### config.mk
export PLATFORM = sky130hd
export DESIGN_NAME = dcache_flat
export DESIGN_NICKNAME = d
export VERILOG_FILES = /design/src/rtl/mem_pkg.sv /design/src/rtl/dcache_pkg.sv /design/src/rtl/mem_if.sv /design/src/rtl/dcache.sv /design/src/flat_wrapper.sv
export SDC_FILE = /design/constraint.sdc
export NUM_CORES = 1
export LEC_CHECK = 0
export ABC_AREA = 1
export BUFFER_PORTS_ARGS = -buffer_cell sky130_fd_sc_hd__buf_2
export CORE_MARGIN = 4
export CORE_UTILIZATION = 40
export DETAILED_ROUTE_END_ITERATION = 8
export PLACE_DENSITY = 0.61
export SYNTH_ARGS = -nofsm -noshare
export SYNTH_HDL_FRONTEND = slang
export SYNTH_SLANG_ARGS = --single-unit
### constraint.sdc
create_clock -name clk_i -period 4.7 [get_ports clk_i]
set_input_delay 0.705 -clock clk_i [delete_from_list [all_inputs] [get_ports clk_i]]
set_output_delay 0.705 -clock clk_i [all_outputs]
set_load 0.03 [all_outputs]
### src/rtl/mem_pkg.sv
package mem_pkg;

    // Bus-level sizes, fixed at one 32-bit word
    parameter int ADDR_W         = 32;
    parameter int DATA_W         = 32;
    parameter int BYTES_PER_WORD = DATA_W / 8;

    typedef logic [ADDR_W-1:0] addr_t;   // Byte address
    typedef logic [DATA_W-1:0] word_t;   // Data word

endpackage

### src/rtl/dcache_pkg.sv
package dcache_pkg;

    // Defaults for the cache and backing RAM, both powers of two
    parameter int DEFAULT_LINES     = 8;
    parameter int DEFAULT_RAM_WORDS = 32768;

    // Controller state
    typedef enum logic [1:0] {
        IDLE = 2'd0,
        FILL = 2'd1
    } state_e;

endpackage

### src/rtl/mem_if.sv
`timescale 1ns/1ps

interface mem_if ();
    import mem_pkg::*;

    logic  re;      // Read strobe, data one cycle later
    logic  we;      // Write strobe, takes effect at the edge
    addr_t addr;
    word_t wdata;
    word_t rdata;

    // Cache side drives strobes, address and write data
    modport cache (
        output re,
        output we,
        output addr,
        output wdata,
        input  rdata
    );

    modport ram (
        input  re,
        input  we,
        input  addr,
        input  wdata,
        output rdata
    );

endinterface

### src/rtl/dcache.sv
`timescale 1ns/1ps

module dcache #(
    parameter int unsigned LINES = dcache_pkg::DEFAULT_LINES
) (
    input  logic           clk_i,
    input  logic           rst_n_i,
    input  logic           req_i,     // Request strobe, ignored while busy
    input  logic           we_i,      // 1 = write, 0 = read
    input  mem_pkg::addr_t addr_i,
    input  mem_pkg::word_t wdata_i,
    output logic           busy_o,
    output logic           valid_o,   // Read data valid
    output logic           hit_o,
    output mem_pkg::word_t rdata_o,
    mem_if.cache           mem
);
    import mem_pkg::*;
    import dcache_pkg::*;

    localparam int unsigned IDX_W = $clog2(LINES);
    localparam int unsigned TAG_W = ADDR_W - IDX_W - 2;

    typedef logic [IDX_W-1:0] idx_t;
    typedef logic [TAG_W-1:0] tag_t;

    // Line storage
    logic [LINES-1:0] valid_q;
    tag_t             tag_q  [LINES];
    word_t            data_q [LINES];

    state_e state_q;
    idx_t   fill_idx_q;   // Line waiting for the RAM word
    tag_t   fill_tag_q;

    idx_t req_idx;
    tag_t req_tag;
    logic accept;
    logic lookup_hit;
    logic rd_miss;
    logic wr_req;

    // Address split, low two bits ignored
    assign req_idx = addr_i[IDX_W+1:2];
    assign req_tag = addr_i[ADDR_W-1:IDX_W+2];

    assign lookup_hit = valid_q[req_idx] && (tag_q[req_idx] == req_tag);

    assign busy_o  = (state_q == FILL);
    assign accept  = req_i && !busy_o;
    assign wr_req  = accept && we_i;
    assign rd_miss = accept && !we_i && !lookup_hit;

    // Writes go through to RAM; a read miss fetches in the request cycle
    assign mem.re    = rd_miss;
    assign mem.we    = wr_req;
    assign mem.addr  = addr_i;
    assign mem.wdata = wdata_i;

    always_ff @(posedge clk_i) begin
        if (!rst_n_i) begin
            state_q <= IDLE;
            valid_o <= 1'b0;
            hit_o   <= 1'b0;
            rdata_o <= '0;
            valid_q <= '0;   // All lines invalid
        end else begin
            valid_o <= 1'b0;
            hit_o   <= 1'b0;
            unique case (state_q)
                IDLE: begin
                    if (accept && !we_i) begin
                        if (lookup_hit) begin
                            valid_o <= 1'b1;
                            hit_o   <= 1'b1;
                            rdata_o <= data_q[req_idx];
                        end else begin
                            state_q <= FILL;
                        end
                    end
                end
                FILL: begin
                    // RAM word arrives this cycle
                    valid_o             <= 1'b1;
                    rdata_o             <= mem.rdata;
                    valid_q[fill_idx_q] <= 1'b1;
                    state_q             <= IDLE;
                end
                default: state_q <= IDLE;
            endcase
        end
    end

    // Tag and data arrays
    always_ff @(posedge clk_i) begin
        if (rd_miss) begin
            fill_idx_q <= req_idx;
            fill_tag_q <= req_tag;
        end
        if (state_q == FILL) begin
            tag_q[fill_idx_q]  <= fill_tag_q;
            data_q[fill_idx_q] <= mem.rdata;
        end else if (wr_req && lookup_hit) begin
            data_q[req_idx] <= wdata_i;   // No allocate on write miss
        end
    end

endmodule

### src/flat_wrapper.sv
// flat-port wrapper written by rule: the top's interface ports become plain ports
module dcache_flat import mem_pkg::*; import dcache_pkg::*;
#(
    parameter int unsigned LINES = dcache_pkg::DEFAULT_LINES
)
  (clk_i, rst_n_i, req_i, we_i, addr_i, wdata_i, busy_o, valid_o, hit_o, rdata_o, mem_re, mem_we, mem_addr, mem_wdata, mem_rdata);
  mem_if mem_i ();
  input  logic clk_i;
  input  logic rst_n_i;
  input  logic req_i;
  input  logic we_i;
  input  mem_pkg::addr_t addr_i;
  input  mem_pkg::word_t wdata_i;
  output logic busy_o;
  output logic valid_o;
  output logic hit_o;
  output mem_pkg::word_t rdata_o;
  output wire logic [$bits(mem_i.re)-1:0] mem_re;
  output wire logic [$bits(mem_i.we)-1:0] mem_we;
  output wire logic [$bits(mem_i.addr)-1:0] mem_addr;
  output wire logic [$bits(mem_i.wdata)-1:0] mem_wdata;
  input wire logic [$bits(mem_i.rdata)-1:0] mem_rdata;
  assign mem_re = mem_i.re;
  assign mem_we = mem_i.we;
  assign mem_addr = mem_i.addr;
  assign mem_wdata = mem_i.wdata;
  assign mem_i.rdata = mem_rdata;
  dcache #(.LINES(LINES)) u_core (.clk_i(clk_i), .rst_n_i(rst_n_i), .req_i(req_i), .we_i(we_i), .addr_i(addr_i), .wdata_i(wdata_i), .busy_o(busy_o), .valid_o(valid_o), .hit_o(hit_o), .rdata_o(rdata_o), .mem(mem_i));
endmodule
==> impl_metrics.ini <==
[cts]
cts_buffers = 56
cts.sinks = 545
ctsHoldBuffers = 0
cts_resized = 0
htreeDepth = 2
clk_latency_ns = 0.63
path_clk_slew_ns = 0.06
ctsRootBufferMaster = clkbuf_16
cts_setup_buffers = 0
cts_tree = built
cts_buffer_depth = 3

[timing]
setup_viol = 0
fmax_mhz = 259.4
hold_violations = 0
rsz0062_at_grt = no
worst_pin_slew_ns = 1.012
period_minus_slack_ns = 3.856
post-route-period-util_pct = 82.04
report.final.slew_viol_count = 0
fin_setup_tns_ns = 0
worst_slack_ns = 0.8443
skew_ns = 0.03399
relSlewSlack_pct = 32.50

[critical_path]
cpMaxStageDelayCell = inv_6
crit_family = buffers and inverters
worst_path_most_repeated_cell = nand2_1
critPathMaxFanout = 83
start_kind = input pin
critPathBufInv = 6
crit_arrival_ns = 3.15
critPathRequiredTime_ns = 3.99
path_class = input pin to primary output
critical_path.cell_chain = buf_6, inv_6, buf_4, nand2_1, nand3_1, nand3_1, nand2_1, nand2_1, nand2_1, nand2_1, nor2_1, nand3_1, o21ai_0, buf_4, inv_1, buf_2
end_kind = primary output
cpPeakStageDelay_ns = 0.43

[synthesis]
synth_simple_gate_area_share_pct = 17.95
synthMuxAreaShare_pct = 0
synth_top_family_by_area = simple AND/OR/NAND/NOR gates
synth_area_um2 = 23780
synth-edff-count = 502
yosysSeqAreaShare_pct = 67.01
async_flop_share_pct = 0
synthCells = 2287
synth-seq-cells = 545
yosysUniqueCellTypes = 25
syn_avg_cell_area_um2 = 10.40
synth_fa_ha_area_share_pct = 0
yosys_warnings = 0
synthXorXnorAreaFrac_pct = 0
synth_compound_area_share_pct = 6.608
synthFlopType = edfxtp_1
synth_fp_nets = 2387

[routing]
wl_per_cell_um = 19.40
first_iter_violations = 1558
drt_pass1_iterations = 6
ant_nets = 0
drt-total-wl_um = 62360
drc = 0
vias_per_cell = 5.221
dr_total_vias = 16790

[power]
pwr-share-seq_pct = 50.5
p_int_uw = 8140
p_switching_uw = 2489
clkPwrFrac_pct = 41.8
leakagePower_uw = 0.01070
pwr_density_cell_nw_per_um2 = 392.4
peakVddDrop_v = 0.0002505
switching_share_pct = 23.41
p_comb_share_pct = 7.7

[floorplan]
core_um2 = 58910
io_pins = 201
dieArea_um2 = 63420
initial_core_util_pct = 40.37
die_y_um = 251.8
core.rowCount = 89
die_w_um = 251.8

[grt]
grt_pass1_wl_um = 95440
grt_pass1_vias = 16250
antenna_found_initial = 2
track_usage_pct = 19.29
grt_overflow = 0
grt_max_degree = 133

[placement]
placedCellCount = 3115
io_buffers = 196
dp_hpwl_um = 37130
post-place-ws_ns = 0.3903
gp_congestion = 0.8690

[run_status]
status = finished clean

[layout]
synthToLayoutAreaGrowth_pct = 13.88
final_cells = 3215
drive_gt1_share_pct = 14.26
final_util_pct = 45.98
finalNetCount = 2500
fillers = 5400

[flow_run]
maxCapViolCount = 0

[worst_hold_path]
hold_class = input pin to register
==> registers in the layout, summed over array words and instances (netlist names) <==
name               cells
u_core.valid_q         8
u_core.data_q        256
u_core.state_q         1
u_core.fill_idx_q      3
u_core.tag_q         216
u_core.rdata_o        32
u_core.valid_o         1
u_core.fill_tag_q     27
u_core.hit_o           1
==> area by class of cell <==
type / instances / area (µm²) / share of cell area (%)
flip-flops and latches: 545 / 15940 / 58.84
multi-input cells: 1320 / 5961 / 22.01
clock buffers: 70 / 1526 / 5.636
repair buffers: 239 / 1475 / 5.447
well taps: 773 / 967.2 / 3.571
inverters: 238 / 899.6 / 3.322
clock inverters: 29 / 316.6 / 1.169
diodes: 1 / 2.502 / 0.009240
==> power groups by stage <==
stage / logic, µW / registers (µW) / clock network [µW]
CTS: 817 / 5370 / 4530
global route: 896 / 5370 / 4750
floorplan: 533 / 5480 / 0
detailed placement: 813 / 5470 / 0
global placement: 802 / 5470 / 0
finish: 814 / 5370 / 4450
==> cell usage in the layout, fill, tap and decap left out, drive strengths merged <==
master    n
diode     1
nand3   222
a21oi    33
nand2   569
buf     239
inv     237
o22ai    50
nand3b   11
nor2    237
edfxtp  502
nor3      2
o221ai   30
clkinv   25
bufinv    5
o21ai   166
dfxtp    43
clkbuf   70
==> per-stage QoR <==
step,hold slack [ns],instance area (µm²),total power (µW)
5_1_grt,0.3037,27080,11010
2_1_floorplan,0.4402,23780,6014
6_report,0.3203,27080,10630
3_3_place_gp,0.4503,25240,6269
3_5_place_dp,0.4604,25240,6282
4_1_cts,0.2868,27080,10720
==> final timing paths <==
path / end / startpoint / depth (start not counted) / slack (ns)
worst max-delay path: mem_re / addr_i[2] / 16 / 0.84
worst min register to register: u_core.valid_q[0]$_SDFFE_PN0P_ / u_core.valid_q[0]$_SDFFE_PN0P_ / 2 / 0.47
worst max register to register: u_core.data_q[6][2]$_DFFE_PP_ / u_core.tag_q[7][21]$_DFFE_PP_ / 16 / 1.47
worst min-delay path: u_core.fill_tag_q[5]$_DFFE_PP_ / addr_i[10] / 1 / 0.32
==> cell usage after synthesis, types with 3 or more instances <==
| cell | n | area share, % |
|---|---|---|
| clkinv_1 | 3 | 0.047 |
| buf_4 | 69 | 2.2 |
| buf_2 | 29 | 0.61 |
| dfxtp_1 | 43 | 3.6 |
| nand3_1 | 220 | 4.6 |
| o21ai_1 | 4 | 0.084 |
| o221ai_1 | 30 | 1.1 |
| nor2_2 | 3 | 0.079 |
| inv_2 | 5 | 0.079 |
| clkbuf_1 | 62 | 0.98 |
| nor2_1 | 234 | 3.7 |
| nand3b_1 | 11 | 0.35 |
| buf_1 | 8 | 0.13 |
| o21ai_0 | 162 | 3.4 |
| o22ai_1 | 50 | 1.3 |
| nand2_1 | 568 | 9.0 |
| buf_6 | 15 | 0.71 |
| edfxtp_1 | 502 | 63 |
| inv_1 | 229 | 3.6 |
| a21oi_1 | 33 | 0.69 |
==> logic make-up (layout without fill, tap and decap cells) <==
kind of cell | count (synthesis) | after routing
and+or+nand+nor | 1041 | 1041
DFF | 545 | 545
other | 0 | 1
buffers and inverters | 422 | 576
AOI/OAI and AO/OA | 279 | 279
==> routing by layer <==
layer	share of wire (%)	up-vias	wire length [µm]	GRT usage [%]
met5	0.021	-	13	0
met4	2.2	2	1350	5.060
met3	7.2	102	4514	3.134
met2	47	647	29090	31.24
met1	44	8153	27390	27.36
li1	-	7882	-	-
Power figures use the tool's default switching activity.
